$ cat src/include/lsu_cfg.svh
`ifndef LSU_CFG_SVH
`define LSU_CFG_SVH

// Data memory size in 32-bit words
`define LSU_MEM_DEPTH    256

// Memory region is 0x0000_0000..0x0000_7FFF
`define LSU_MEM_HI_BITS  17

// I/O pages, address bits 31..12
`define LSU_LEDR_PAGE    20'h10000
`define LSU_LEDG_PAGE    20'h10001
`define LSU_HEXLO_PAGE   20'h10002
`define LSU_HEXHI_PAGE   20'h10003
`define LSU_SW_PAGE      20'h10010

// Page field position
`define LSU_PAGE_MSB     31
`define LSU_PAGE_LSB     12

`endif
$ cat src/lsu_pkg.sv
package lsu_pkg;

    typedef logic [31:0] word_t;
    typedef logic [3:0]  strb_t;   // Bit n enables byte n
    typedef logic [6:0]  seg_t;

    // Encoding follows the core's decoder
    typedef enum logic [2:0] {
        LW  = 3'b000,
        SW  = 3'b001,
        LB  = 3'b010,
        LBU = 3'b011,
        LH  = 3'b100,
        LHU = 3'b101,
        SB  = 3'b110,
        SH  = 3'b111
    } mem_op_e;

    typedef enum logic [2:0] {
        REG_NONE  = 3'd0,
        REG_MEM   = 3'd1,
        REG_LEDR  = 3'd2,
        REG_LEDG  = 3'd3,
        REG_HEXLO = 3'd4,
        REG_HEXHI = 3'd5,
        REG_SW    = 3'd6
    } region_e;

endpackage

$ cat src/lsu_load_extract.sv
`timescale 1ns/10ps

module lsu_load_extract (
    input  logic             i_reset,
    input  lsu_pkg::region_e i_region,
    input  lsu_pkg::mem_op_e i_type,
    input  logic [1:0]       i_byte_off,
    input  lsu_pkg::word_t   i_mem_rdata,
    input  lsu_pkg::word_t   i_io_rdata,
    output lsu_pkg::word_t   o_ld_data
);

    lsu_pkg::word_t src_word;
    logic [7:0]     byte_sel;
    logic [15:0]    half_sel;
    lsu_pkg::word_t ext_word;

    assign src_word = (i_region == lsu_pkg::REG_MEM) ? i_mem_rdata : i_io_rdata;

    assign byte_sel = src_word[8*i_byte_off +: 8];
    assign half_sel = i_byte_off[1] ? src_word[31:16] : src_word[15:0];

    // Sign or zero extension
    always_comb begin
        case (i_type)
            lsu_pkg::LB:  ext_word = {{24{byte_sel[7]}}, byte_sel};
            lsu_pkg::LBU: ext_word = {24'b0, byte_sel};
            lsu_pkg::LH:  ext_word = {{16{half_sel[15]}}, half_sel};
            lsu_pkg::LHU: ext_word = {16'b0, half_sel};
            default:      ext_word = src_word;
        endcase
    end

    always_comb begin
        if (i_reset) begin
            o_ld_data = '0;
        end else begin
            case (i_region)
                lsu_pkg::REG_NONE: o_ld_data = '0;
                lsu_pkg::REG_SW:   o_ld_data = src_word;  // Whole switch word for any type
                default:           o_ld_data = ext_word;
            endcase
        end
    end

endmodule

$ cat config.mk
export PLATFORM = sky130hd
export DESIGN_NAME = lsu_load_extract
export DESIGN_NICKNAME = d
export VERILOG_FILES = /design/src/include/lsu_cfg.svh /design/src/lsu_pkg.sv /design/src/lsu_load_extract.sv
export SDC_FILE = /design/constraint.sdc
export NUM_CORES = 1
export LEC_CHECK = 0
export BUFFER_PORTS_ARGS = -buffer_cell sky130_fd_sc_hd__buf_2
export CORE_ASPECT_RATIO = 1.1
export CORE_MARGIN = 3
export CORE_UTILIZATION = 38
export DETAILED_ROUTE_END_ITERATION = 8
export GPL_TIMING_DRIVEN = 1
export PLACE_DENSITY_LB_ADDON = 0.25
export SLEW_MARGIN = 20
export SYNTH_ARGS = -nofsm -noshare
export SYNTH_HDL_FRONTEND = slang
export SYNTH_SLANG_ARGS = --single-unit
$ cat constraint.sdc
create_clock -name vclk -period 2.6
set_clock_uncertainty 0.05 [all_clocks]
set_input_delay 0.39 -clock vclk [all_inputs]
set_output_delay 0.39 -clock vclk [all_outputs]
set_load 0.005 [all_outputs]
; Yosys cells after proc, flatten, opt, wreduce, memory -nomap -nowiden
; Index checks and enable logic that the tools add are counted.
[classes]
n_reduce_logical = 1
n_shift = 1
n_eq_ne = 6
n_mux = 5
[ops]
columns = cell, n
row1 = one-hot mux 32 bit (4 select lines), 1
row2 = two-way mux 32 bit, 2
row3 = one-hot mux 32 bit (2 select lines), 1
row4 = indexed part select 32 x 6 -> 8 bit, 1
row5 = two-way mux 16 bit, 1
row6 = "== test 3 bit, second input constant", 3
row7 = "== test 3 x 2 -> 1 bit, second input constant", 2
row8 = "== test 3 x 1 -> 1 bit, second input constant", 1
row9 = logical NOT 3 bit, 1
[word_totals]
register_bits = 0
word_cells = 13
in_bits = 73
output_inout_bits = 32

; Logic depth before layout (Yosys ltp)
[depth]
depth_word = 6
depth_mapped = 8
depth_no_buf = 5

; Least setup slack after synthesis
; Ideal clock, no wire load.
[synth_timing]
path_kind = input port to output port
start = in i_region[2]
end = out o_ld_data[21]
t_required_ns = 2.160
t_arrival_ns = 2.035
cell_stages = 7
path_slack_ns = 0.125
n_path_buf = 2
cell_sequence = nor3b_2 > buf_6 > mux4_2 > a221oi_4 > o41a_4 > buf_12 > o21ai_2
[synth_between]
elab_chain_cells = 6
elab_cells_between_ends = 9
classes_between = eq/ne (2) / shift (1) / mux (5) / reduce/logical (1)
[synth_lines]
columns = item, line_no
row1 = start: declaration, lsu_load_extract.sv:5  ; input lsu_pkg::region_e i_region,
row2 = == test 3 x 1 -> 1 bit, lsu_load_extract.sv:18  ; assign src_word = (i_region == lsu_pkg::REG_MEM) ? i_mem_rdata : i_io_rdata;
row3 = two-way mux 32 bit, lsu_load_extract.sv:18
row4 = indexed part select 32 x 6 -> 8 bit or two-way mux 16 bit (tied branches), "lsu_load_extract.sv:20, lsu_load_extract.sv:21"
row5 = one-hot mux 32 bit (4 select lines), lsu_load_extract.sv:25  ; case (i_type)
row6 = one-hot mux 32 bit (2 select lines) (*), lsu_load_extract.sv:38  ; case (i_region)
row7 = two-way mux 32 bit (*), lsu_load_extract.sv:35  ; if (i_reset) begin
row8 = end: declaration, lsu_load_extract.sv:10  ; output lsu_pkg::word_t o_ld_data
; Every way passes the cells marked *; elsewhere a longest branch is shown, timed or not.

; Final worst setup path
[layout_timing]
start = in i_region[2]
end = out o_ld_data[15]
; Same word-level chain as after synthesis.

==> flow_metrics.py <==
metrics = {
    "floorplanning": {
        "rows": 21,
        "io_pins": 105,
        "dieWidth_um": 61.0,
        "start_util_pct": 40.5,
        "core_um2": 3130,
        "die_area_um2": 4060,
        "dieHeight_um": 66.5,
    },
    "layout": {
        "final_nets": 349,
        "register_area_um2": 0,
        "n_sequential_cell": 0,
        "nFillCells": 283,
        "num_antenna_cells": 0,
        "design_area_um2": 2040,
        "syn_to_final_growth_pct": 61.2,
        "drive_above_1_share_pct": 58.4,
        "clock_buffers": 0,
        "multi_input_area_um2": 1250,
        "fin_util_pct": 65.2,
    },
    "timing": {
        "tightest_slew_ns": 0.384,
        "rsz0062_at_grt": "true",
        "finalSetupViolations": 24,
        "hold_ws_ns": 1.09,
        "finalSetupTns_ns": -2.42,
        "clock.fmax_ghz": 0.364,
        "slew_headroom_pct": 74.3,
        "layout_min_cycle_time_ns": 2.75,
        "hold_viol": 0,
        "fin_ws_ns": -0.149,
        "fin_crit_sh_pct": 106,
        "maxSlewViolCount": 0,
    },
    "min_path": {
        "hold_end": "o_ld_data[13]",
        "min_path_type": "in2out",
        "worstHoldStart": "i_io_rdata[13]",
        "hold_depth": 3,
    },
    "critical_path": {
        "slowest_delay_ns": 0.60,
        "crit_path_end_kind": "output port",
        "cp.required_ns": 2.16,
        "slowest_stage": "mux4_2",
        "path_buf_inv": 3,
        "cp_common_cell": "buf_6",
        "criticalPathCategory": "in2out",
        "start_kind": "input pin",
        "path_cells": "buf_6 > nor3b_4 > mux4_2 > a221oi_4 > buf_6 > o22ai_4 > o221a_2 > buf_2",
        "path_delay_family": "compound AO/OA/AOI/OAI gates",
        "crit_path_max_fanout": 7,
        "arrival_ns": 2.31,
    },
    "status": {
        "violations": "setup timing",
        "status": "complete, but fails checks",
    },
    "synth": {
        "synthCells": 155,
        "ys_warn_count": 0,
        "syn_area_um2": 1260,
        "synthTopCellsByCount": "mux2i_1, o21ai_0, o22ai_1",
        "synth_top_area_cell": "mux2i_1",
        "yosysSeqAreaShare_pct": 0,
        "synthTopCellsByArea": "mux2i_1, a2bb2oi_1, o21ai_2, o22ai_1, mux4_2",
        "syn-num-nets": 228,
        "synth_cell_types": 38,
        "yosysTopAreaCellShare_pct": 30.1,
        "syn_avg_cell_area_um2": 8.16,
        "synth.most_common_cell": "mux2i_1",
    },
    "power_and_ir_drop": {
        "ir_drop_uv": 87.1,
        "power_density_nw_per_um2": 197,
        "power_mw": 0.402,
        "p_leak_nw": 0.984,
    },
    "route": {
        "wl_per_cell_um": 15.3,
        "drt_iter0_drc": 113,
        "wl_um": 4710,
        "dr_total_vias": 1738,
        "drc": 0,
        "vias_per_cell": 5.64,
        "first_pass_iters": 4,
        "ant_nets": 0,
    },
    "clock_network": {
        "ctsHoldBuffers": 0,
    },
    "grt": {
        "globalRouteOverflowTotal": 0,
        "first_global_vias": 1620,
        "grt.total_usage_pct": 23.0,
        "antenna_found_initial": 0,
        "grt_pass1_wl_um": 7410,
        "grt_max_degree": 21,
    },
    "placement": {
        "port_buffers": 105,
        "globalplace.congestion": 0.914,
        "dp_hpwl_um": 3870,
        "postPlaceCellArea_um2": 1900,
    },
    "run": {
        "cap_violations": 0,
    },
}
-- per-layer routing --
metal	share of wire (%)	GRT usage (%)
met1	41	31.5
met2	51	40.1
met3	8.0	1.16
met4	0.68	2.71
met5	0	0
-- report_power, final --
part           internal [mW]  switching (mW)  leakage, nW
clock                      0               0            0
sequential                 0               0            0
combinational          0.208           0.194        0.984
total                  0.208           0.194        0.984
-- per-stage QoR --
step | std cells | worst slack, ns
finish | 308 | -0.149
global route | 308 | -0.243
CTS | 308 | -0.158
detailed placement | 303 | -0.278
global placement | 303 | -0.223
floorplan | 155 | 0.125
-- how the worst max path moves through the flow --
stage | startpoint | end | slack (ns) | depth (start not counted)
2_1_floorplan | i_region[2] | o_ld_data[21] | 0.12 | 7
3_3_place_gp | i_region[2] | o_ld_data[16] | -0.22 | 7
3_5_place_dp | i_region[2] | o_ld_data[17] | -0.28 | 7
4_1_cts | i_region[1] | o_ld_data[15] | -0.16 | 8
5_1_grt | i_region[2] | o_ld_data[17] | -0.24 | 8
6_report | i_region[2] | o_ld_data[15] | -0.15 | 8
-- logic make-up after synthesis --
logic type                share of synthesized area [%]
xor gates and xnor gates                          0.693
and+or+nand+nor                                    13.7
muxes                                              36.3
AOI/OAI and AO/OA                                  41.7
buffers and inverters                              7.62
-- repair_timing --
action                     in CTS  in global routing
gates resized for setup        14                  7
cloned                          2                  0
setup endpoints to repair      25                 27
setup buffers                   3                  0
pin swaps                      20                  3
-- layout by cell type (no fill, tap or decap), types with 2 or more instances in the layout --
cell type / netlist / routed
nor2b_1: 4 / 4
nand2b_1: 2 / 2
a2bb2oi_1: 10 / 9
mux2i_1: 38 / 37
o22ai_1: 11 / 11
buf_4: 0 / 19
or3_1: 2 / 2
o41a_4: 1 / 2
inv_1: 3 / 3
and2_1: 5 / 5
nand2_1: 7 / 7
o21ai_1: 0 / 3
o21ai_0: 12 / 9
mux4_2: 3 / 3
nor2_1: 7 / 7
a21oi_1: 7 / 6
buf_6: 1 / 5
buf_2: 3 / 103
o221a_2: 3 / 3
or3_4: 1 / 2
a21oi_2: 3 / 3
o21ai_2: 10 / 10
-- final cells by class --
class / instances / area share (%)
inverters: 3 / 0.552
multi-input cells: 143 / 61.3
well taps: 34 / 2.09
repair buffers: 128 / 36.0
Power figures use the tool's default switching activity.
