`src/include/lsu_cfg.svh`:
```
`ifndef LSU_CFG_SVH
`define LSU_CFG_SVH

// Data memory size in 32-bit words
`define LSU_MEM_DEPTH    256

// Memory region is 0x0000_0000..0x0000_7FFF
`define LSU_MEM_HI_BITS  17

// I/O pages, address bits 31..12
`define LSU_LEDR_PAGE    20'h10000
`define LSU_LEDG_PAGE    20'h10001
`define LSU_HEXLO_PAGE   20'h10002
`define LSU_HEXHI_PAGE   20'h10003
`define LSU_SW_PAGE      20'h10010

// Page field position
`define LSU_PAGE_MSB     31
`define LSU_PAGE_LSB     12

`endif
```
`src/lsu_pkg.sv`:
```
package lsu_pkg;

    typedef logic [31:0] word_t;
    typedef logic [3:0]  strb_t;   // Bit n enables byte n
    typedef logic [6:0]  seg_t;

    // Encoding follows the core's decoder
    typedef enum logic [2:0] {
        LW  = 3'b000,
        SW  = 3'b001,
        LB  = 3'b010,
        LBU = 3'b011,
        LH  = 3'b100,
        LHU = 3'b101,
        SB  = 3'b110,
        SH  = 3'b111
    } mem_op_e;

    typedef enum logic [2:0] {
        REG_NONE  = 3'd0,
        REG_MEM   = 3'd1,
        REG_LEDR  = 3'd2,
        REG_LEDG  = 3'd3,
        REG_HEXLO = 3'd4,
        REG_HEXHI = 3'd5,
        REG_SW    = 3'd6
    } region_e;

endpackage

```
`src/lsu_io_regs.sv`:
```
`timescale 1ns/10ps

module lsu_io_regs (
    input  logic             i_clk,
    input  logic             i_reset,
    input  lsu_pkg::region_e i_region,
    input  lsu_pkg::strb_t   i_strb,
    input  lsu_pkg::word_t   i_wdata,
    input  logic             i_ledr_we,
    input  logic             i_ledg_we,
    input  logic             i_hexlo_we,
    input  logic             i_hexhi_we,
    input  lsu_pkg::word_t   i_io_sw,
    output lsu_pkg::word_t   o_io_rdata,
    output lsu_pkg::word_t   o_io_ledr,
    output lsu_pkg::word_t   o_io_ledg,
    output lsu_pkg::seg_t    o_io_hex0,
    output lsu_pkg::seg_t    o_io_hex1,
    output lsu_pkg::seg_t    o_io_hex2,
    output lsu_pkg::seg_t    o_io_hex3,
    output lsu_pkg::seg_t    o_io_hex4,
    output lsu_pkg::seg_t    o_io_hex5,
    output lsu_pkg::seg_t    o_io_hex6,
    output lsu_pkg::seg_t    o_io_hex7
);

    lsu_pkg::word_t       ledr_q;
    lsu_pkg::word_t       ledg_q;
    lsu_pkg::seg_t  [3:0] hexlo_q;   // HEX3..HEX0
    lsu_pkg::seg_t  [3:0] hexhi_q;   // HEX7..HEX4
    lsu_pkg::word_t       sw_q;

    function automatic lsu_pkg::word_t word_merge(lsu_pkg::word_t cur, lsu_pkg::word_t wd,
                                                  lsu_pkg::strb_t strb);
        lsu_pkg::word_t res;
        res = cur;
        for (int b = 0; b < 4; b++) begin
            if (strb[b]) res[8*b +: 8] = wd[8*b +: 8];
        end
        return res;
    endfunction

    // Bit 7 of each lane is dropped
    function automatic logic [27:0] seg_merge(logic [27:0] cur, lsu_pkg::word_t wd,
                                              lsu_pkg::strb_t strb);
        logic [27:0] res;
        res = cur;
        for (int b = 0; b < 4; b++) begin
            if (strb[b]) res[7*b +: 7] = wd[8*b +: 7];
        end
        return res;
    endfunction

    always_ff @(posedge i_clk or posedge i_reset) begin
        if (i_reset) begin
            ledr_q  <= '0;
            ledg_q  <= '0;
            hexlo_q <= '0;
            hexhi_q <= '0;
            sw_q    <= '0;
        end else begin
            if (i_ledr_we)  ledr_q  <= word_merge(ledr_q, i_wdata, i_strb);
            if (i_ledg_we)  ledg_q  <= word_merge(ledg_q, i_wdata, i_strb);
            if (i_hexlo_we) hexlo_q <= seg_merge(hexlo_q, i_wdata, i_strb);
            if (i_hexhi_we) hexhi_q <= seg_merge(hexhi_q, i_wdata, i_strb);
            sw_q <= i_io_sw;   // One-stage sample
        end
    end

    always_comb begin
        case (i_region)
            lsu_pkg::REG_LEDR:  o_io_rdata = ledr_q;
            lsu_pkg::REG_LEDG:  o_io_rdata = ledg_q;
            lsu_pkg::REG_HEXLO: o_io_rdata = {1'b0, hexlo_q[3], 1'b0, hexlo_q[2],
                                              1'b0, hexlo_q[1], 1'b0, hexlo_q[0]};
            lsu_pkg::REG_HEXHI: o_io_rdata = {1'b0, hexhi_q[3], 1'b0, hexhi_q[2],
                                              1'b0, hexhi_q[1], 1'b0, hexhi_q[0]};
            lsu_pkg::REG_SW:    o_io_rdata = sw_q;
            default:            o_io_rdata = '0;
        endcase
    end

    assign o_io_ledr = ledr_q;
    assign o_io_ledg = ledg_q;
    assign o_io_hex0 = hexlo_q[0];
    assign o_io_hex1 = hexlo_q[1];
    assign o_io_hex2 = hexlo_q[2];
    assign o_io_hex3 = hexlo_q[3];
    assign o_io_hex4 = hexhi_q[0];
    assign o_io_hex5 = hexhi_q[1];
    assign o_io_hex6 = hexhi_q[2];
    assign o_io_hex7 = hexhi_q[3];

endmodule

```
`config.mk`:
```
export PLATFORM = sky130hd
export DESIGN_NAME = lsu_io_regs
export DESIGN_NICKNAME = d
export VERILOG_FILES = /design/src/include/lsu_cfg.svh /design/src/lsu_pkg.sv /design/src/lsu_io_regs.sv
export SDC_FILE = /design/constraint.sdc
export NUM_CORES = 1
export LEC_CHECK = 0
export BUFFER_PORTS_ARGS = -buffer_cell sky130_fd_sc_hd__buf_2
export CORE_AREA = 2 2 123 125
export CTS_CLUSTER_DIAMETER = 200
export DETAILED_ROUTE_END_ITERATION = 16
export DIE_AREA = 0 0 125 127
export PLACE_DENSITY = 0.74
export SLEW_MARGIN = 20
export SYNTH_ARGS = -nofsm -noshare
export SYNTH_HDL_FRONTEND = slang
export SYNTH_SLANG_ARGS = --single-unit
```
`constraint.sdc`:
```
create_clock -name i_clk -period 4.8 [get_ports i_clk]
set_clock_uncertainty 0.15 [all_clocks]
set_input_delay 0.48 -clock i_clk [delete_from_list [all_inputs] [get_ports i_clk]]
set_output_delay 0.48 -clock i_clk [all_outputs]
set_load 0.01 [all_outputs]
```
* Word-level counts from Yosys, hierarchy flattened
Index checks and enable logic that the tools add are counted.
** Storage, ports and cells
- Bits in registers :: 152
- Bits in latches :: 0
- RAM bits :: 0
- Bits in read-only memories :: 0
- Bits of input ports :: 77
- Output and inout port bits :: 152
- Memories :: 0
** Cells by class
- $add $sub $neg :: 0
- $mul :: 0
- Div/mod/pow operators :: 0
- $lt $le $gt $ge :: 0
- Eq/ne operators :: 5
- Shift operators :: 0
- Mux-type cells :: 1
- Bitwise gates (word level) :: 0
- Reductions and logical operators :: 16
** Operators by type and width (count)
- 32-bit case mux with 5 select lines :: 1
- 2-bit AND reduction :: 16
- 3-bit equality test, second input constant :: 3
- 3-bit by 2-bit equality test with 1-bit output, second input constant :: 2

* Logic depth before layout (Yosys ltp)
Gate-level depths: netlist of run 1.
- Depth in word-level cells :: 2
- Mapped depth :: 6

* Worst setup path after synthesis of run 1
OpenSTA, ideal clock, no wires.
- Path type :: in2out
- From :: input port i_region[0]
- To :: output port o_io_rdata[0]
- Arrival time :: 1.502 ns
- Required time :: 4.170 ns
- Slack :: 2.668 ns
- Stages :: 6
- Path buffers :: 3
- Path through :: buf_6 > nor2b_1 > buf_2 > buf_6 > a22o_1 > a221o_1
** On the way
- Cells in the longest elaborated chain, start to end :: 2
- Elaborated cells on any way between the ends :: 6
** Ends and longest elaborated chain
- start, declared :: RTL line lsu_io_regs.sv:6 : input lsu_pkg::region_e i_region,
- 3-bit equality test / 3-bit by 2-bit equality test with 1-bit output (equally long branches) :: RTL line lsu_io_regs.sv:71 : case (i_region)
- 32-bit case mux with 5 select lines (*) :: RTL line lsu_io_regs.sv:71
- end, declared :: RTL line lsu_io_regs.sv:14 : output lsu_pkg::word_t o_io_rdata,
Mark *: on every way between the ends. The rest lies on a longest branch, timed or not.

* Final worst setup path of run 1
- From :: input port i_region[2]
- To :: output port o_io_rdata[17]
Same word-level chain as after synthesis.

==> results.py, run 1 <==
metrics = {
    "critical_path": {
        "crit_arrival_ps": 2550,
        "cp_max_fo": 35,
        "path_class": "input pin to output pin",
        "endpoint_kind": "output pin",
        "cp.required_ps": 4170,
        "cp-start-kind": "input pin",
    },
    "synth": {
        "synth-seq-area-share": 0.5946,
        "synthCells": 444,
        "synth_top_area_share": 0.5946,
        "syn_nets": 521,
        "synth_area_mm2": 0.006397,
        "synth_cell_types": 20,
        "ys_top_cells_by_area": "dfrtp_1 (59%), mux2_2 (21%), mux2i_1 (5.0%), a221o_1 (4.2%), a22o_1 (3.7%)",
        "post-synth-top-area-cell": "dfrtp_1",
        "yosysWarnings": 0,
        "synth_seq_cells": 152,
        "syn_area_per_cell_um2": 14.41,
    },
    "timing": {
        "fin_tns_setup_ps": 0,
        "rsz0062_at_grt": "false",
        "finalWorstSetupSlack_ps": 1623,
        "slew_headroom": 0.4581,
        "final_max_slew_viol_count": 0,
        "period_minus_slack_ps": 3177,
        "whs_ps": 16.04,
        "max_freq_mhz": 314.8,
        "setup_viol": 0,
        "tightestPinTransition_ps": 812.9,
        "min_period_over_period": 0.6619,
        "hold_viol": 0,
    },
    "placement": {
        "dp_hpwl_um": 13010,
        "preCtsSetupSlack_ps": 1705,
        "placedCellCount": 843,
        "portBuffers": 228,
        "dpl_cell_area_mm2": 0.007716,
        "gp_congestion": 0.8266,
    },
    "final_layout": {
        "drive_above_1_share": 0.5576,
        "register_area_mm2": 0.003804,
        "nNetsFinal": 767,
        "final_cell_area_mm2": 0.008466,
        "post-route-util": 0.5869,
        "syn_to_final_growth_pct": 32.33,
        "layout_commonest_cell": "buf_2",
        "multi_input_area_mm2": 0.002484,
        "final_cells": 888,
        "final_cell_mix": "buf_2 (228), dfrtp_1 (152), mux2_2 (120)",
        "num-fill-cells": 1139,
    },
    "status": {
        "outcome": "complete, no violations",
    },
    "grt": {
        "grt_use_total": 0.2351,
        "overflow": 0,
        "grt_pass1_wl_um": 28900,
        "antenna_found_initial": 1,
        "grt_max_degree": 122,
        "grt_pass1_vias": 5279,
    },
    "drt": {
        "wl_per_cell_um": 21.35,
        "antenna_left": 0,
        "drtIter0Drc": 273,
        "via_per_inst": 5.511,
        "vias": 4894,
        "drcViolationCount": 0,
        "first_pass_iters": 4,
        "wl_um": 18960,
    },
    "floorplan": {
        "io-pin-count": 229,
        "die_w_um": 125,
        "core_region_area_mm2": 0.01442,
        "dieArea_mm2": 0.01588,
        "start_util": 0.4435,
        "row_count": 44,
        "die_y_um": 127,
    },
    "cts": {
        "path_clk_slew_ps": 60,
        "cts_buffer_depth": 2,
        "cts_root_buf": "clkbuf_16",
        "cts_max_level": 4,
        "cts_buffers": 17,
        "clkSinkCount": 152,
        "clock_latency_ps": 410,
        "cts_tree": "done",
    },
    "hold_path": {
        "hold_class": "input pin to flop",
    },
    "power_and_ir_drop": {
        "p_per_area_mw_per_mm2": 435.3,
        "max-vdd-ir-drop_mv": 0.2397,
        "power.leakage_nw": 4.107,
        "total_power_mw": 3.685,
    },
    "flow_run": {
        "maxCapViolCount": 0,
    },
}
## sequential cells by signal, indices dropped and copies added (netlist names)
register,flops
o_io_ledg,32
o_io_ledr,32
sw_q,32
o_io_hex0,7
o_io_hex1,7
o_io_hex2,7
o_io_hex3,7
o_io_hex4,7
o_io_hex5,7
o_io_hex6,7
o_io_hex7,7
## where the power goes
| part | total [mW] | internal (mW) | leakage, nW | switching [mW] |
|---|---|---|---|---|
| logic | 0.701 | 0.345 | 2.03 | 0.357 |
| clock network | 1.41 | 0.876 | 0.295 | 0.530 |
| registers | 1.58 | 1.45 | 1.78 | 0.132 |
## path summary, 6_finish.rpt
check / startpoint / end / slack [ps] / cells after the start
setup / recovery: i_region[2] / o_io_rdata[17] / 1620 / 6
hold / removal: i_io_sw[27] / sw_q[27] / 20 / 1
min in group asynchronous: i_reset / o_io_hex2[4] / 80 / 2
max in group asynchronous: i_reset / o_io_ledr[4] / 3450 / 3
hold reg to reg: o_io_hex0[4] / o_io_hex0[4] / 380 / 1
setup reg to reg: o_io_hex1[2] / o_io_hex1[2] / 3830 / 1
## worst max-delay path, stage by stage
cell and delay, ps:
buf_2 590, nand2b_1 200, nor2_2 520, buf_4 380, a221o_1 210, buf_2 140
## logic make-up after synthesis
family | Yosys count | share of synthesized area
muxes | 152 | 0.2613
DFF | 152 | 0.5946
AOI/OAI and AO/OA | 60 | 0.08606
buffers and inverters | 21 | 0.01839
and+or+nand+nor | 59 | 0.03970
## final cells by class
class	count	share of cell area
diodes	1	0.0002956
clock buffers	19	0.05114
clock inverters	13	0.02261
inverters	2	0.001774
multi-input cells	271	0.2934
flip-flops and latches	152	0.4493
well taps	184	0.02719
repair buffers	246	0.1543
## cell usage after synthesis
cell type and n:
a21boi_0 4, a21oi_1 1, a221o_1 27, a22o_1 27
and3b_1 1, buf_2 10, buf_4 1, buf_6 3
clkbuf_1 5, dfrtp_1 152, inv_1 2, mux2_2 120
mux2i_1 32, nand2_1 20, nand2b_1 2, nor2_1 28
nor2b_1 3, o221ai_1 1, or2_2 4, or3b_1 1
## layer usage
metal,global-route usage,vias up,wire length [um]
li1,-,2147,-
met1,0.2934,2499,7775
met2,0.3868,217,9374
met3,0.06156,31,1323
met4,0.1072,0,484
met5,0,-,0
## timing repair
action                                 CTS  global route
buffers inserted                         0             0
endpoints found under the hold margin    8             4
resized for setup                        0             0
hold buffers                             8             4
Power figures use the tool's default switching activity.
==> inputs of run 2 (changes only) <==
Clock period 4.8 ns to 2.7 ns, I/O delays scaled along.
==> results.py, run 2 (synthesis results as in run 1) <==
metrics = {
    "status": {
        "outcome": "complete, no violations",
    },
    "power_and_ir_drop": {
        "p_per_area_mw_per_mm2": 732.9,
        "combPwrFrac": 0.198,
        "power.leakage_nw": 4.347,
        "p_sw_frac": 0.2704,
        "internal_power_mw": 4.826,
        "clockPowerShare": 0.377,
        "p_sw_mw": 1.789,
        "max-vdd-ir-drop_mv": 0.5163,
        "seqPwrFrac": 0.425,
    },
    "critical_path": {
        "crit_arrival_ps": 1930,
        "cp_max_fo": 15,
        "path_class": "input pin to output pin",
        "reg2reg_depth": 1,
        "cp.required_ps": 2280,
        "cp-start-kind": "input pin",
        "endpoint_kind": "output pin",
    },
    "timing": {
        "tightestPinTransition_ps": 868.8,
        "rsz0062_at_grt": "false",
        "max_freq_mhz": 424.6,
        "setup_viol": 0,
        "min_period_over_period": 0.8722,
        "slew_headroom": 0.4208,
        "fin_tns_setup_ps": 0,
        "period_minus_slack_ps": 2355,
        "finalWorstSetupSlack_ps": 345.1,
        "hold_viol": 0,
        "final_max_slew_viol_count": 0,
    },
    "grt": {
        "grt_pass1_wl_um": 29490,
        "grt_use_total": 0.2399,
        "antenna_found_initial": 0,
        "overflow": 0,
        "grt_max_degree": 153,
        "grt_pass1_vias": 5360,
    },
    "final_layout": {
        "final_cell_area_mm2": 0.009026,
        "final_cells": 941,
        "num-fill-cells": 1079,
        "nNetsFinal": 822,
        "multi_input_area_mm2": 0.002489,
        "register_area_mm2": 0.003804,
        "layout_commonest_cell": "buf_2",
        "syn_to_final_growth_pct": 41.09,
        "final_cell_mix": "buf_2 (228), dfrtp_1 (152), mux2_2 (120)",
        "drive_above_1_share": 0.5218,
        "n_antenna_cell": 0,
    },
    "floorplan": {
        "dieArea_mm2": 0.01588,
        "start_util": 0.4435,
        "core_region_area_mm2": 0.01442,
        "die_w_um": 125,
        "die_y_um": 127,
        "row_count": 44,
        "io-pin-count": 229,
    },
    "cts": {
        "cts_buffer_depth": 2,
        "clock_latency_ps": 410,
        "cts_tree": "done",
        "cts_buffers": 17,
        "cts_resized": 0,
        "cts_root_buf": "clkbuf_16",
        "clkSinkCount": 152,
        "cts_max_level": 4,
        "path_clk_slew_ps": 60,
    },
    "placement": {
        "gp_congestion": 0.8835,
        "dp_hpwl_um": 12950,
        "dpl_cell_area_mm2": 0.007747,
        "placedCellCount": 845,
        "portBuffers": 228,
        "preCtsSetupSlack_ps": 374.6,
    },
    "flow_run": {
        "maxCapViolCount": 0,
    },
    "drt": {
        "vias": 5125,
        "wl_um": 19330,
        "drtIter0Drc": 306,
        "wl_per_cell_um": 20.54,
        "antenna_left": 0,
        "first_pass_iters": 5,
        "drcViolationCount": 0,
        "via_per_inst": 5.446,
    },
    "hold_path": {
        "hold_class": "input pin to flop",
        "hold_depth": 2,
    },
}
-- run 2: cell count changes in the layout (fill, tap and decap cells not counted), sizes merged --
cell | before | now
dlygate4sd3 | 12 | 65
diode | 1 | 0
clkinv | 3 | 5
buf | 234 | 236
inv | 5 | 1
clkinvlp | 3 | 4
-- run 2: area by class of cell --
cell class                 instances  area share
clock buffer                      19     0.05018
tap                              184     0.02551
inverter                           2    0.001248
multi-input combinational        271      0.2757
clock inverter                    12     0.01941
sequential                       152      0.4214
timing repair buffer             301      0.2065
-- run 2: repair_timing --
action | in CTS | in global routing
hold buffers | 65 | 0
buffers inserted | 0 | 0
endpoints found under the hold margin | 188 | 0
-- run 2: critical path, cell delays in order --
cell and delay (ps):
buf_2 150, nor2b_2 680, buf_4 380, a22o_1 170, a221o_1 150, buf_2 130
-- run 2: power groups by stage --
stage / logic [mW] / clock network, mW / registers, mW
after floorplan: 0.562 / 0 / 2.92
final: 1.31 / 2.49 / 2.81
after detailed placement: 1.23 / 0 / 2.84
after CTS: 1.32 / 2.54 / 2.81
after global placement: 1.20 / 0 / 2.82
after global routing: 1.40 / 2.64 / 2.84
-- run 2: routing by layer --
metal | global-route usage | part of all wire | vias up
met5 | 0 | 0 | -
met4 | 0.07059 | 0.012 | 0
met3 | 0.05946 | 0.068 | 20
met2 | 0.4051 | 0.50 | 229
met1 | 0.3095 | 0.41 | 2629
li1 | - | - | 2247
-- run 2: path summary, 6_finish.rpt --
check / start / endpoint / slack [ps]
worst max-delay path: i_region[0] / o_io_rdata[28] / 350
worst min register to register: o_io_hex3[3] / o_io_hex3[3] / 380
worst min-delay path: i_io_sw[21] / sw_q[21] / 340
max in group asynchronous: i_reset / o_io_hex4[6] / 1280
worst max register to register: o_io_hex2[1] / o_io_hex2[1] / 1730
min in group asynchronous: i_reset / o_io_hex0[0] / 410
-- run 2: per-stage QoR --
step | utilization | total power, mW | hold WS, ps
finish | 0.6258 | 6.615 | 340.9
global route | 0.6258 | 6.886 | 331.3
CTS | 0.6258 | 6.663 | 322.3
detailed placement | 0.5371 | 4.078 | 229.4
global placement | 0.5371 | 4.025 | 227.6
floorplan | - | 3.477 | 151.4
==> inputs of run 3 (changes only) <==
Settings changed: CTS_BUF_LIST set to sky130_fd_sc_hd__clkbuf_16, GPL_ROUTABILITY_DRIVEN set to 0.
==> results.py, run 3 (synthesis results as in run 1) <==
metrics = {
    "placement": {
        "portBuffers": 228,
        "dpl_cell_area_mm2": 0.007747,
        "dp_hpwl_um": 12950,
    },
    "grt": {
        "grt_pass1_wl_um": 29500,
        "grt_use_total": 0.2401,
        "grt_pass1_vias": 5366,
        "overflow": 0,
        "antenna_found_initial": 0,
        "grt_max_degree": 153,
    },
    "power_and_ir_drop": {
        "clockPowerShare": 0.372,
        "p_sw_mw": 1.791,
        "seqPwrFrac": 0.429,
        "total_power_mw": 6.560,
        "p_per_area_mw_per_mm2": 728.4,
        "power.leakage_nw": 4.336,
        "internal_power_mw": 4.769,
        "p_sw_frac": 0.2730,
        "combPwrFrac": 0.200,
        "max-vdd-ir-drop_mv": 0.5261,
    },
    "floorplan": {
        "die_y_um": 127,
        "start_util": 0.4435,
        "core_region_area_mm2": 0.01442,
        "die_w_um": 125,
        "row_count": 44,
        "dieArea_mm2": 0.01588,
        "io-pin-count": 229,
    },
    "timing": {
        "period_minus_slack_ps": 2381,
        "rsz0062_at_grt": "false",
        "fin_tns_setup_ps": 0,
        "slew_headroom": 0.3964,
        "min_period_over_period": 0.8819,
        "final_max_slew_viol_count": 0,
        "hold_viol": 0,
        "max_freq_mhz": 420.0,
        "setup_viol": 0,
        "tightestPinTransition_ps": 905.4,
    },
    "cts": {
        "cts_buffers": 17,
        "post-cts-setup-buffer-count": 0,
        "cts_buffer_depth": 2,
        "clock_latency_ps": 410,
        "cts_root_buf": "clkbuf_16",
        "cts_resized": 0,
        "clkSinkCount": 152,
        "cts_max_level": 4,
        "cts_tree": "done",
        "path_clk_slew_ps": 60,
    },
    "final_layout": {
        "layout_commonest_cell": "buf_2",
        "num-fill-cells": 1086,
        "final_cell_mix": "buf_2 (228), dfrtp_1 (152), mux2_2 (120)",
        "syn_to_final_growth_pct": 40.78,
        "drive_above_1_share": 0.5192,
        "nNetsFinal": 822,
        "post-route-util": 0.6244,
        "n_antenna_cell": 0,
        "final_cell_area_mm2": 0.009006,
    },
    "critical_path": {
        "cp_max_fo": 15,
        "worstPathCellList": "buf_2 > nor2b_2 > buf_4 > a22o_1 > a221o_1 > buf_2",
        "cp-start-kind": "input pin",
        "cp.required_ps": 2280,
        "critical-path-max-stage-delay_ps": 700,
        "crit_slowest_cell": "nor2b_2",
        "r2r_setup_slack_ps": 1720,
        "crit_arrival_ps": 1960,
        "endpoint_kind": "output pin",
        "path_class": "input pin to output pin",
        "crit_path_frequent_cell": "buf_2",
    },
    "drt": {
        "via_per_inst": 5.421,
        "antenna_left": 0,
        "drtIter0Drc": 306,
        "first_pass_iters": 5,
        "vias": 5101,
        "wl_um": 19390,
        "wl_per_cell_um": 20.60,
        "drcViolationCount": 0,
    },
    "flow_run": {
        "maxCapViolCount": 0,
    },
    "status": {
        "outcome": "complete, no violations",
    },
    "hold_path": {
        "hold_class": "input pin to flop",
    },
}
==> run 3: per-stage QoR <==
stage          hold WS [ps]  setup WS, ps  std cells
2_1_floorplan         151.4         363.1        444
3_3_place_gp          227.6         456.1        845
3_5_place_dp          229.4         374.6        845
4_1_cts               322.3         366.3        941
5_1_grt               332.4         264.3        941
6_report              342.2         319.0        941
==> run 3: worst max-delay path, delay by kind of cell <==
| kind | cells | cell delay [ps] |
|---|---|---|
| buffers and inverters | 3 | 670 |
| AND/OR/NAND/NOR | 1 | 700 |
| AO/OA/AOI/OAI | 2 | 320 |
==> run 3: path summary, 6_finish.rpt <==
check	end	cells past startpoint	startpoint
min	sw_q[21]	2	i_io_sw[21]
max reg2reg	o_io_hex2[1]	1	o_io_hex2[1]
max in group asynchronous	o_io_hex4[6]	4	i_reset
max	o_io_rdata[28]	6	i_region[0]
min in group asynchronous	o_io_hex2[0]	4	i_reset
min reg2reg	o_io_ledr[25]	1	o_io_ledr[25]
==> run 3: cell type report <==
type                            count  area, um2  share of cell area
Clock inverter                     14      182.7             0.02028
Multi-Input combinational cell    271       2489              0.2763
Tap cell                          184      230.2             0.02556
Sequential cell                   152       3804              0.4223
Timing Repair Buffer              301       1864              0.2070
Clock buffer                       17      425.4             0.04724
Inverter                            2      11.26            0.001250
==> run 3: repair_timing <==
action                                  in CTS  in global routing
endpoints found under the setup margin       0                  0
hold buffers                                65                  0
hold endpoints to repair                   186                  0
==> run 3: per-layer routing <==
layer	track usage	routed length (um)
met5	0	0
met4	0.06928	221
met3	0.05988	1209
met2	0.4066	9829
met1	0.3090	8127
==> run 3: power by group through the flow <==
stage,clock [mW],sequential [mW],combinational [mW]
finish,2.44,2.81,1.31
global route,2.58,2.84,1.40
CTS,2.48,2.81,1.32
detailed placement,0,2.84,1.23
global placement,0,2.82,1.20
floorplan,0,2.92,0.562
