### src/include/lsu_cfg.svh
`ifndef LSU_CFG_SVH
`define LSU_CFG_SVH

// Data memory size in 32-bit words
`define LSU_MEM_DEPTH    256

// Memory region is 0x0000_0000..0x0000_7FFF
`define LSU_MEM_HI_BITS  17

// I/O pages, address bits 31..12
`define LSU_LEDR_PAGE    20'h10000
`define LSU_LEDG_PAGE    20'h10001
`define LSU_HEXLO_PAGE   20'h10002
`define LSU_HEXHI_PAGE   20'h10003
`define LSU_SW_PAGE      20'h10010

// Page field position
`define LSU_PAGE_MSB     31
`define LSU_PAGE_LSB     12

`endif
### src/lsu_pkg.sv
package lsu_pkg;

    typedef logic [31:0] word_t;
    typedef logic [3:0]  strb_t;   // Bit n enables byte n
    typedef logic [6:0]  seg_t;

    // Encoding follows the core's decoder
    typedef enum logic [2:0] {
        LW  = 3'b000,
        SW  = 3'b001,
        LB  = 3'b010,
        LBU = 3'b011,
        LH  = 3'b100,
        LHU = 3'b101,
        SB  = 3'b110,
        SH  = 3'b111
    } mem_op_e;

    typedef enum logic [2:0] {
        REG_NONE  = 3'd0,
        REG_MEM   = 3'd1,
        REG_LEDR  = 3'd2,
        REG_LEDG  = 3'd3,
        REG_HEXLO = 3'd4,
        REG_HEXHI = 3'd5,
        REG_SW    = 3'd6
    } region_e;

endpackage

### src/lsu_access_ctrl.sv
`timescale 1ns/10ps
`include "lsu_cfg.svh"

module lsu_access_ctrl (
    input  lsu_pkg::word_t   i_lsu_addr,
    input  lsu_pkg::mem_op_e i_type,
    input  lsu_pkg::word_t   i_st_data,
    input  logic             i_lsu_wren,
    output lsu_pkg::region_e o_region,
    output lsu_pkg::strb_t   o_strb,
    output lsu_pkg::word_t   o_wdata,
    output logic             o_mem_we,
    output logic             o_ledr_we,
    output logic             o_ledg_we,
    output logic             o_hexlo_we,
    output logic             o_hexhi_we
);

    logic [19:0] page;
    logic        is_store;
    logic        wr;

    assign page = i_lsu_addr[`LSU_PAGE_MSB:`LSU_PAGE_LSB];

    // Address map decode
    always_comb begin
        if (i_lsu_addr[31 -: `LSU_MEM_HI_BITS] == '0) begin
            o_region = lsu_pkg::REG_MEM;
        end else begin
            case (page)
                `LSU_LEDR_PAGE:  o_region = lsu_pkg::REG_LEDR;
                `LSU_LEDG_PAGE:  o_region = lsu_pkg::REG_LEDG;
                `LSU_HEXLO_PAGE: o_region = lsu_pkg::REG_HEXLO;
                `LSU_HEXHI_PAGE: o_region = lsu_pkg::REG_HEXHI;
                `LSU_SW_PAGE:    o_region = lsu_pkg::REG_SW;
                default:         o_region = lsu_pkg::REG_NONE;
            endcase
        end
    end

    // Lane strobes and replicated store data
    always_comb begin
        is_store = 1'b1;
        o_wdata  = i_st_data;
        case (i_type)
            lsu_pkg::SW: o_strb = 4'b1111;
            lsu_pkg::SH: begin
                o_strb  = i_lsu_addr[1] ? 4'b1100 : 4'b0011;
                o_wdata = {2{i_st_data[15:0]}};
            end
            lsu_pkg::SB: begin
                o_strb  = 4'b0001 << i_lsu_addr[1:0];
                o_wdata = {4{i_st_data[7:0]}};
            end
            default: begin
                o_strb   = 4'b0000;   // Loads
                is_store = 1'b0;
            end
        endcase
    end

    assign wr = i_lsu_wren & is_store;

    assign o_mem_we   = wr & (o_region == lsu_pkg::REG_MEM);
    assign o_ledr_we  = wr & (o_region == lsu_pkg::REG_LEDR);
    assign o_ledg_we  = wr & (o_region == lsu_pkg::REG_LEDG);
    assign o_hexlo_we = wr & (o_region == lsu_pkg::REG_HEXLO);
    assign o_hexhi_we = wr & (o_region == lsu_pkg::REG_HEXHI);  // Switch page has no strobe

endmodule

### config.mk
export PLATFORM = sky130hd
export DESIGN_NAME = lsu_access_ctrl
export DESIGN_NICKNAME = d
export VERILOG_FILES = /design/src/lsu_pkg.sv /design/src/lsu_access_ctrl.sv
export VERILOG_INCLUDE_DIRS = /design/src /design/src/include
export SDC_FILE = /design/constraint.sdc
export NUM_CORES = 1
export LEC_CHECK = 0
export ABC_AREA = 1
export BUFFER_PORTS_ARGS = -buffer_cell sky130_fd_sc_hd__buf_2
export CORE_MARGIN = 2
export CORE_UTILIZATION = 30
export DETAILED_ROUTE_END_ITERATION = 7
export PLACE_DENSITY = 0.94
export SETUP_SLACK_MARGIN = 0.05
export SYNTH_ARGS = -nofsm -noshare
export SYNTH_HDL_FRONTEND = slang
export SYNTH_SLANG_ARGS = --single-unit
### constraint.sdc
create_clock -name vclk -period 0.8
set_input_delay 0 -clock vclk [all_inputs]
set_output_delay 0 -clock vclk [all_outputs]
set_load 0.02 [all_outputs]
==> results of run 1 <==
## cells by family after synthesis
group | Yosys count
compound gates | 21
buf+inv | 31
simple gates | 96
## per-stage QoR
step / setup TNS (ps) / utilization (%) / hold slack [ps]
3_5_place_dp: -5610 / 62.1 / 233
4_1_cts: -3410 / 83.3 / 233
2_1_floorplan: -401 / - / 113
3_3_place_gp: -4700 / 62.1 / 231
## repair_timing
item / 4_1_cts
resized for setup: 119
buffers inserted: 5
pin swaps: 36
cloned: 1
endpoints found under the setup margin: 36
==> results.txt, run 1 <==
- The flow did not finish.
* Last step reached: global routing (5_1_grt)
- Err: [ERROR DPL-0038] Utilization greater than 100%, impossible to legalize
* Post-CTS Hold Buffers: 0
- Post-synthesis cell type with the largest combined area: sky130_fd_sc_hd__nand2_1
- After global-route timing repair, the worst endpoint was o_ledg_we.
- Of the post-synthesis cell area, the part taken by muxes is 0%.
* Leading post-synthesis cells by cell area: sky130_fd_sc_hd__nand2_1 29%, sky130_fd_sc_hd__nor2_1 15%, sky130_fd_sc_hd__inv_1 9.8%, sky130_fd_sc_hd__buf_4 8.7%, sky130_fd_sc_hd__a21oi_1 5.8%
- Combinational family with the most area after synthesis: simple AND/OR/NAND/NOR gates
- In this run the mean area of a mapped cell was about 4.7 sq um.
* Post-synthesis share of cell area spent on and, or, nand and nor gates: ~60%
- Core Rows: 17
- The synthesized netlist occupies a cell area of around 690 sq um.
- Entering global routing, the biggest net connects 18 pins.
- In the synthesized netlist, the number of instances is roughly 150.
- In this run the vertical extent of the chip is just over 50 um.
* Synth warnings: 0
* Placed wire-length estimate: between 2 and 2.5 mm
- Xor and xnor fraction of the mapped netlist area: 0%
- Synth top cells by count: 53 x sky130_fd_sc_hd__nand2_1, 27 x sky130_fd_sc_hd__nor2_1, 18 x sky130_fd_sc_hd__inv_1
- Worst endpoint kind after the last repair: top-level output
* Number of unique standard cell types used by synthesis: 19
* Width of the chip: around 52 um
* Initial core utilization: about a third
- Once placement finished, the instance area stood at about 1400 sq um.
* Synth Area in Adders: 0%
- # placed instances: between 200 and 300
* Leading cell type by number of instances after synthesis: sky130_fd_sc_hd__nand2_1
- At the end of routability-driven placement, the weighted congestion stood at between 0.7 and 0.8.
- Of the synthesized area, sequential elements account for 0%.
* Minimum setup slack after placement: -298 ps
* Total nets after synthesis: about 220
* Number of top-level pins: ~110
- During placement, the flow inserted port buffers numbering around 100.
- Area fraction of the dominant cell type after synthesis: 28.9%
* Synthesized-area fraction occupied by ao, oa, aoi and oai cells: a little under a fifth
==> inputs of run 2 (changes only) <==
--- a/config.mk
+++ b/config.mk
@@ -8,11 +8,10 @@
 export LEC_CHECK = 0
 export ABC_AREA = 1
 export BUFFER_PORTS_ARGS = -buffer_cell sky130_fd_sc_hd__buf_2
-export CORE_MARGIN = 2
-export CORE_UTILIZATION = 30
+export CORE_AREA = 2 2 63 65
 export DETAILED_ROUTE_END_ITERATION = 7
-export PLACE_DENSITY = 0.94
-export SETUP_SLACK_MARGIN = 0.05
+export DIE_AREA = 0 0 65 67
+export PLACE_DENSITY_LB_ADDON = 0.15
 export SYNTH_ARGS = -nofsm -noshare
 export SYNTH_HDL_FRONTEND = slang
 export SYNTH_SLANG_ARGS = --single-unit
==> run 2 against run 1 <==
Net effect:
- the flow now finishes, with violations (setup timing)
- synthesized area unchanged
- synthesized cell count did not move
==> results.txt, run 2 <==
- The flow ran to the end, but the final reports show violations.
* Failing checks: setup timing
- Cells with a size suffix above 1 make up about two thirds of the layout.
* Most frequent standard cell in the layout excluding fill and tap cells: sky130_fd_sc_hd__buf_2
* Number of unique standard cell types used by synthesis: 19 (unchanged)
* Combinational family with the most area after synthesis: simple AND/OR/NAND/NOR gates
- Dividing the detail-routed via count by the number of cells gives roughly 4.3.
- sky130_fd_sc_hd__nand2_1 takes more of the synthesized area than any other cell.
- Setup repair after global routing missed its margin: true
- Fraction of the yosys area taken by sequential cells: 0% (unchanged)
- After layout, the worst setup slack is -137 ps.
* Crit path capture type: output pin
- Path type of the worst min-delay path: primary input to output pin
* Layout clock buffers: 0
- Of the available clock period, the critical path in the final layout requires 117%.
- 0 antenna diodes ended up in the layout.
* Netlist area before placement: 689 sq um (unchanged)
* Min Clock Period, post-route: approximately 940 ps
* Routed met2 length: between 1.5 and 2 mm
- Number of buffers added on ports: 102 (unchanged)
- Switching power share of the total: between 50 and 60%
- In this design, the stage delay of the slowest critical-path cell is ~230 ps.
- Number of max-slew violations in the final report: 0
- Across the run, the number of max-cap violations was 0.
- Detailed routing inserted a total of about 1300 vias.
- In the final routed layout, each cell accounts on average for roughly 11 um.
- Synth warnings: 0 (unchanged)
* Drt first pass iters: 4
* Synth top cells by count: 53 x sky130_fd_sc_hd__nand2_1, 27 x sky130_fd_sc_hd__nor2_1, 18 x sky130_fd_sc_hd__inv_1
- Final RePlAce weighted congestion: 0.784 (+3.3%)
- The number of placement rows is 22 (+5).
* Number of nets with antenna violations after routing: 0
- Worst-path fanout max: 8
- Post-CTS Hold Buffers: 0 (unchanged)
- Clk network pwr share: 0%
* Floorplan core area: roughly 3600 sq um
* Leading post-synthesis cells by cell area: sky130_fd_sc_hd__nand2_1 29%, sky130_fd_sc_hd__nor2_1 15%, sky130_fd_sc_hd__inv_1 9.8%, sky130_fd_sc_hd__buf_4 8.7%, sky130_fd_sc_hd__a21oi_1 5.8%
* Count of mapped cells out of synthesis: 148 (unchanged)
- For this run the aggregate overflow at the end of global routing stands at 0.
- Wire length after detailed routing: 3.32 mm
* Endpoint required time on the critical path: about 800 ps
- Worst path slowest cell: sky130_fd_sc_hd__nor3_4
- The die covers 4360 sq um.
- The total I/O pin count is 112 (unchanged).
* Static leakage: around 0.0010 uW
- Synthesized-area fraction occupied by ao, oa, aoi and oai cells: 18.3% (unchanged)
- Placed wire-length estimate: 2.46 mm (-0.26%)
- The starting density of the core came to 19.1% (-12 points).
- Synth Area in Adders: 0% (unchanged)
- Xor and xnor fraction of the mapped netlist area: 0% (unchanged)
- The die outline width is 65 um (+25%).
- In this run, the combinational gates consume 100.0% of the power.
- Leading cell type by number of instances after synthesis: sky130_fd_sc_hd__nand2_1
* Highest Clock Rate: about 1100 MHz
- Largest net degree at the start of global routing: 25
- Area fraction of the dominant cell type after synthesis: 28.9% (unchanged)
- Setup violations remaining at the end of the flow were counted as 27.
* Via count of the first global-routing pass: about 1300
* Power density cells: roughly 560 nW/um^2
* Net load switching power: 561 uW
- The proportion of synthesized area in mux cells came to 0% (unchanged).
- CP cell instances: buf_8 -> inv_4 -> buf_6 -> nor3_4 -> buf_8 -> a21oi_2 -> nand2_1 -> buf_6
* Most frequent cells in the layout: 62 x sky130_fd_sc_hd__buf_2, 40 x sky130_fd_sc_hd__buf_6, 39 x sky130_fd_sc_hd__nand2_1
* Reg area: 0 sq um
- Met3 wirelength from detailed routing: 238 um
- Data on the critical path arrives at its endpoint at about 940 ps.
* Worst Hold Slack: between 200 and 250 ps
- Global-route wire length before repair: a little under 5 mm
- After detailed routing, the number of remaining DRC violations is 0.
* Signed area change from the synthesized netlist to the final layout: 181%
- The highest metal layer carrying signal wires in the routed design is met3.
- At the pin with the least slew margin, the transition time is 218 ps.
- The count of endpoints failing hold in the final timing report came to 0.
- The worst hold path passes through 2 cells.
- Post-synthesis share of cell area spent on and, or, nand and nor gates: 60.3% (unchanged)
- The synthesized net count came to 216 (unchanged).
- Across the VDD grid, the largest voltage drop is around 0.00019 V.
- The per-instance average area after synthesis came to 4.66 sq um (unchanged).
- Classification of the worst setup path: primary input to output pin
- Number of sequential cells: 0
- The detailed router put a total of between 1 and 1.5 mm of wire on met1.
- Fin nets: about 330
- Global routing used 13.5% of the available tracks across all layers.
- Max transition margin: between 80% and 90%
- Die height: 67 um (+29%)
- Starting DRT DRC Count: 28
- Final cell utilization of the core: 53.7%
- The initial antenna violation count is 0.
* Category of the worst setup path launch point: primary input
- Sequential cells account for 0% of the total power.
- Cell internal power was estimated by the tool at about 530 uW.
-- run 2: cell counts after synthesis --
Identical to the previous run, type by type.
-- run 2: area by class of cell --
type,count,area [sq um]
Multi-Input combinational cell,117,841
Timing Repair Buffer,121,956
Tap cell,48,60.1
Inverter,19,78.8
Fill cell,383,1670
-- run 2: power by group through the flow --
stage                     Clock (uW)  Sequential [uW]  Combinational [uW]
final                              0                0                1090
after global routing               0                0                1170
after CTS                          0                0                 985
after detailed placement           0                0                 759
after global placement             0                0                 758
after floorplan                    0                0                 435
-- run 2: per-stage QoR --
step	cell area (sq um)	setup slack [ps]	TNS [ps]	power [uW]	std cells
final	1940	-137	-2690	1090	305
after global routing	1940	-176	-4000	1170	305
after CTS	1740	-114	-2150	985	302
after detailed placement	1350	-263	-5230	759	298
after global placement	1350	-235	-5100	758	298
after floorplan	762	-180	-466	435	148
-- run 2: cells by family (layout without fill, tap and decap cells) --
kind of cell / after synthesis / count (layout)
and+or+nand+nor: 96 / 96
buffers and inverters: 31 / 140
AOI/OAI and AO/OA: 21 / 21
-- run 2: what timing repair did --
action	CTS	global route
hold endpoints to repair	0	0
cloned	0	1
pin swaps	27	16
resized for setup	101	36
endpoints found under the setup margin	33	30
setup buffers	4	2
-- run 2: worst paths after layout --
check	from	to
setup / recovery	i_type[1]	o_wdata[26]
hold / removal	i_st_data[6]	o_wdata[6]
-- run 2: worst max-delay path: cells and delay by family --
family                 cells  cell delay, ps
and+or+nand+nor            2             310
AOI/OAI and AO/OA          1              80
buffers and inverters      5             540
-- run 2: routing by layer --
metal  global-route usage [%]  vias to the layer above
met5                        0                        -
met2                     29.1                       50
met3                     2.03                        0
met1                     13.4                      589
li1                         -                      680
met4                     1.86                        0
Note: power is estimated with default switching activity, not from simulation.
==> inputs of run 3 (changes only) <==
==> constraint.sdc (replaced) <==
create_clock -name vclk -period 1.1
set_input_delay 0 -clock vclk [all_inputs]
set_output_delay 0 -clock vclk [all_outputs]
set_load 0.02 [all_outputs]
==> run 3 against run 2 <==
Net effect:
- the flow now finishes without violations
- sequential share of layout area did not move
- routed wire length is 18% lower
- final cell count fell by 5.2%
- worst setup slack improved by 210 ps
- die area did not move
- combinational power fell by 51%
- design area down 36%
- power shrank 52%
- utilization fell by 19 points
- via count fell by 7.5%
- largest power group unchanged
==> results.txt, run 3 (same netlist as run 2, synthesis figures left out) <==
* Maxcap violations: 0 (unchanged)
* Endpoint required time on the critical path: 1100 ps (+300 ps)
- The setup TNS after final layout came to 0 ps (+2690 ps).
- The pin count of the biggest net entering global routing came to 33 (+32%).
* Initial antenna violation count: 0 (unchanged)
- The routed length per instance was 9.45 um (-13%).
- Worst-path fanout max: 9 (+1)
- In this run the worst hold path is classified as primary input to output pin.
* Ratio of final minimum period to clock period: roughly 93%
* Via count of the first global-routing pass: 1044 (-17%)
- Number of vias after detailed routing: 1220 (-7.5%)
* Drt first pass iters: 4 (unchanged)
- Outcome: complete, no violations
- # placed instances: 288 (-3.4%)
- Layout cell share with drive strength beyond 1: 48.5% (-19 points)
* Reg area: 0 sq um (unchanged)
* Post-Layout Cell Count: 289 (-5.2%)
- The routability congestion estimate from global placement was 0.744 (-5.0%).
* N_diodes: 0 (unchanged)
* Number of buffers added on ports: 102 (unchanged)
- Static leakage: 0.000808 uW (-22%)
- Max IR drop VDD: 0.000194 V (+4.5%)
* Hold path startpoint: i_st_data[1]
* Beginning of the critical path: i_type[0]
- The final net count was 311 (-4.9%).
- Critical path buffer and inverter count: 4 (-1)
- Leaving out fill and tap cells, the most frequent cell in the layout is sky130_fd_sc_hd__buf_2.
- Wire length after detailed routing: 2.73 mm (-18%)
* Min Clock Period, post-route: 1020 ps
- Classification of the worst setup path: primary input to output pin
- Initial core utilization: 19.1% (unchanged)
* Most frequent cell on the critical path: sky130_fd_sc_hd__buf_2
* Setup repair after global routing missed its margin: false
- The total half-perimeter wirelength after legalization and detailed placement is 2.35 mm (-4.6%).
- DRC errors left: 0 (unchanged)
* Global-route wire length before repair: 4.17 mm (-14%)
- Most frequent cells in the layout: 102 x sky130_fd_sc_hd__buf_2, 53 x sky130_fd_sc_hd__nand2_1, 25 x sky130_fd_sc_hd__nor2_1
- The transition time of the tightest slew-check pin came to 311 ps (+93.1 ps).
- Remaining global-route overflow: 0 (unchanged)
* Count of final hold-check violations: 0 (unchanged)
* Global-route usage over all layers: 11.3% (-2.1 points)
- Cell type group with the largest total delay on the critical path: buffers and inverters
* Number of sequential cells: 0 (unchanged)
* Starting DRT DRC Count: 27 (-3.6%)
- Max incr delay on CP: 270 ps (+40 ps)
- The remaining number of nets flagged by the antenna check after routing is 0 (unchanged).
- The count of hold buffers inserted by post-cts repair is 0 (unchanged).
- Derived from the worst setup path, the maximum achievable clock frequency is approximately 980 MHz.
* Floorplan core area: 3610 sq um (unchanged)
- The data arrival at the endpoint of the critical path came to 1020 ps (+80 ps).
- The worst slew margin relative to its limit is 79.0% (-6.2 points).
- The critical path depth was 6 (-2).
- The floorplan die height came to 67 um (unchanged).
- Core Rows: 22 (unchanged)
- Number of cells on the worst hold path: 2 (unchanged)
* Avg Vias per Cell: 4.22 (-2.4%)
- The total power density per cell area was 425 nW/um^2 (-25%).
* Signed area change from the synthesized netlist to the final layout: 80.6%
- Width of the chip: 65 um (unchanged)
* CP cell instances: buf_2 -> inv_2 -> nand3_1 -> buf_4 -> o311ai_1 -> buf_2
- Category of the worst setup path launch point: primary input
- The slowest stage of the critical path belongs to the cell sky130_fd_sc_hd__o311ai_1.
- Number of top-level pins: 112 (unchanged)
- Area of the die: 4360 sq um (unchanged)
- The count of clock buffers in the final design is 0 (unchanged).
- The number of pins exceeding their max-slew limit in the final report was 0 (unchanged).
- The count of endpoints failing setup in the final report was 0 (-100%).
* Crit path capture type: output pin
run 3: layer usage:
| metal | track usage, % | up-vias | share of wire, % |
|---|---|---|---|
| met1 | 13.5 | 519 | 40 |
| met2 | 22.8 | 55 | 52 |
| met4 | 0 | 0 | 0 |
| met3 | 1.18 | 0 | 8.9 |
| met5 | 0 | - | 0 |
| li1 | - | 646 | - |
run 3: what timing repair did:
action | CTS | global route
resized for setup | 0 | 4
hold endpoints to repair | 0 | 0
setup buffers | 0 | 1
setup endpoints to repair | 0 | 10
run 3: final cells by class:
class / instances / area, sq um
repair buffers: 105 / 558
inverters: 19 / 71.3
well taps: 48 / 60.1
multi-input cells: 117 / 556
fillers: 423 / 2360
run 3: worst paths after layout:
check	endpoint	slack [ps]
min	o_wdata[1]	230
max	o_strb[2]	80
run 3: power breakdown:
| group | switching [uW] | leakage, uW | internal, uW |
|---|---|---|---|
| clock | 0 | 0 | 0 |
| sequential | 0 | 0 | 0 |
| combinational | 318 | 0.000808 | 210 |
run 3: through the flow:
| stage | instance area [sq um] | worst slack, ps | total power (uW) | hold WS (ps) | util, % |
|---|---|---|---|---|---|
| after floorplan | 689 | 120 | 301 | 113 | - |
| after global placement | 1210 | 50.6 | 524 | 233 | 33.6 |
| after detailed placement | 1210 | 52.9 | 521 | 233 | 33.6 |
| after CTS | 1210 | 54.5 | 523 | 234 | 33.6 |
| after global routing | 1240 | 3.79 | 586 | 235 | 34.5 |
| final | 1240 | 76.3 | 529 | 233 | 34.5 |
==> inputs of run 4 (changes only) <==
==> constraint.sdc (replaced) <==
create_clock -name vclk -period 0.9
set_input_delay 0 -clock vclk [all_inputs]
set_output_delay 0 -clock vclk [all_outputs]
set_load 0.02 [all_outputs]
==> run 4 against run 3 <==
Net effect:
- the flow now finishes with violations (setup timing)
- clock-buffer cell count did not move
- first-iteration DRC count down 15%
- non-clock buffer count rose by 8
- largest cell class unchanged
==> results.txt, run 4 (same netlist as run 2, synthesis figures left out) <==
- The number of pins exceeding their max-slew limit in the final report came to 0 (unchanged).
- The number of optimization iterations in the first detailed-route pass was 4 (unchanged).
- Net load switching power: 500 uW (+57%)
- The critical path in this run is classified as primary input to output pin.
* Final RePlAce weighted congestion: 0.795 (+6.8%)
* Static leakage: 0.000971 uW (+20%)
- The net switching share of the total power came to 52.3% (-7.9 points).
- Min Clock Period, post-route: 906 ps
- The core outline area came to 3610 sq um (unchanged).
- The worst setup path is captured at an output pin.
- Final WS setup: -6.42 ps (-82.8 ps)
* Remaining global-route overflow: 0 (unchanged)
* Global-route wire length before repair: 4.93 mm (+18%)
- Signal arrival time at the worst endpoint: 910 ps (-110 ps)
- Signed area change from the synthesized netlist to the final layout: 167%
- Number of endpoints failing setup at the final stage: 1 (+1)
- The starting density of the core is 19.1% (unchanged).
- Layout cell share with drive strength beyond 1: 71.1% (+23 points)
- Highest Clock Rate: 1100 MHz
- Most frequent cells in the layout: 59 x sky130_fd_sc_hd__buf_2, 39 x sky130_fd_sc_hd__buf_6, 35 x sky130_fd_sc_hd__nand2_1
- Count of final hold-check violations: 0 (unchanged)
* Initial antenna violation count: 0 (unchanged)
* Via count of the first global-routing pass: 1205 (+15%)
- Wire length after detailed routing: 3.41 mm (+25%)
- Fin nets: 319 (+2.6%)
- Outcome: finished with violations
- Path type of the worst min-delay path: primary input to output pin
- Maxcap violations: 0 (unchanged)
* DRC errors left: 0 (unchanged)
* Most frequent standard cell in the layout excluding fill and tap cells: sky130_fd_sc_hd__buf_2
- The combined flip-flop and latch cell area is 0 sq um (unchanged).
* Number of top-level pins: 112 (unchanged)
- The remaining number of nets flagged by the antenna check after routing came to 0 (unchanged).
- The number of placed cells counting well taps is 295 (+2.4%).
* Clk network pwr share: 0% (unchanged)
- The worst IR drop on VDD was 0.000259 V (+34%).
- The die outline width was 65 um (unchanged).
- Number of vias after detailed routing: 1278 (+4.8%)
- Area of the die: 4360 sq um (unchanged)
- The number of buffers inserted by port buffering was 102 (unchanged).
* Worst-path fanout max: 4 (-5)
- Number of sequential cells: 0 (unchanged)
- Layout clock buffers: 0 (unchanged)
* Endpoint required time on the critical path: 900 ps (-200 ps)
- N_diodes: 0 (unchanged)
- The share of power burned in registers was 0% (unchanged).
* Combinational fraction of design power: 100.0% (about the same)
- Cell Area, Placed: 1270 sq um (+4.8%)
- The average vias per placed instance was 4.30 (+1.9%).
- The transition time of the tightest slew-check pin is 287 ps (-24.0 ps).
- The internal power of the cells came to 456 uW (+120%).
- Max transition margin: 80.8% (+1.8 points)
- The routed length per instance came to 11.5 um (+22%).
* Placed wire-length estimate: 2.44 mm (+4.0%)
- The checks that failed: setup timing.
- The global routing usage summed across all routing layers came to 13.7% (+2.4 points).
* Die height: 67 um (unchanged)
- Core Rows: 22 (unchanged)
* Largest net degree at the start of global routing: 33 (unchanged)
- Final standard cell area without fillers: 1840 sq um (+48%)
* Ratio of final minimum period to clock period: 101%
- Starting DRT DRC Count: 23 (-15%)
- Post-Layout Cell Count: 297 (+2.8%)
* Power density cells: 519 nW/um^2 (+22%)
* Minimum setup slack after placement: -111 ps (-164 ps)
- The worst setup path is launched from a primary input.
- Setup repair after global routing could not meet its margin everywhere.
run 4: cell types whose count changed in the layout (fill, tap and decap cells not counted), sizes merged:
cell    delta
buf        +7
clkbuf     +1
run 4: power groups by stage:
stage               Combinational [uW]  Sequential, uW  Clock, uW
floorplan                          368               0          0
global placement                   661               0          0
detailed placement                 657               0          0
CTS                                806               0          0
global route                      1030               0          0
finish                             956               0          0
run 4: routing by layer:
layer | share of wire, % | global-route usage [%]
met5 | 0 | 0
met3 | 6.4 | 2.20
met1 | 36 | 14.4
met4 | 2.3 | 2.66
met2 | 55 | 28.2
run 4: timing repair:
item	in CTS	in global routing
cloned	0	1
endpoints found under the setup margin	25	36
hold buffers	0	0
gates resized for setup	72	80
setup buffers	1	0
pin swaps	26	28
run 4: per-stage QoR:
step           TNS (ps)  utilization (%)  hold WS, ps  power, uW
2_1_floorplan      -160                -          113        368
5_1_grt            -828             51.1          239       1030
4_1_cts            -243             41.9          233        806
3_5_place_dp      -1690             35.2          233        657
3_3_place_gp      -1750             35.2          233        661
6_report          -6.42             51.1          233        956
run 4: layout make-up:
| cell class | instances | area [sq um] |
|---|---|---|
| tap | 48 | 60.1 |
| inverter | 19 | 76.3 |
| multi-input combinational | 117 | 822 |
| timing repair buffer | 113 | 885 |
| fill | 366 | 1760 |
run 4: path summary, 6_finish.rpt:
check | cells after the start | start | slack [ps] | end
worst max-delay path | 7 | i_lsu_addr[25] | -6 | o_hexlo_we
worst min-delay path | 2 | i_st_data[1] | 230 | o_wdata[1]
run 4: worst max-delay path, stage by stage:
cell and delay [ps]:
sky130_fd_sc_hd__buf_2 120, sky130_fd_sc_hd__nor2_4 90, sky130_fd_sc_hd__nand2_2 70, sky130_fd_sc_hd__nor2_4 150
sky130_fd_sc_hd__nand4_1 170, sky130_fd_sc_hd__nor2_1 150, sky130_fd_sc_hd__buf_4 150
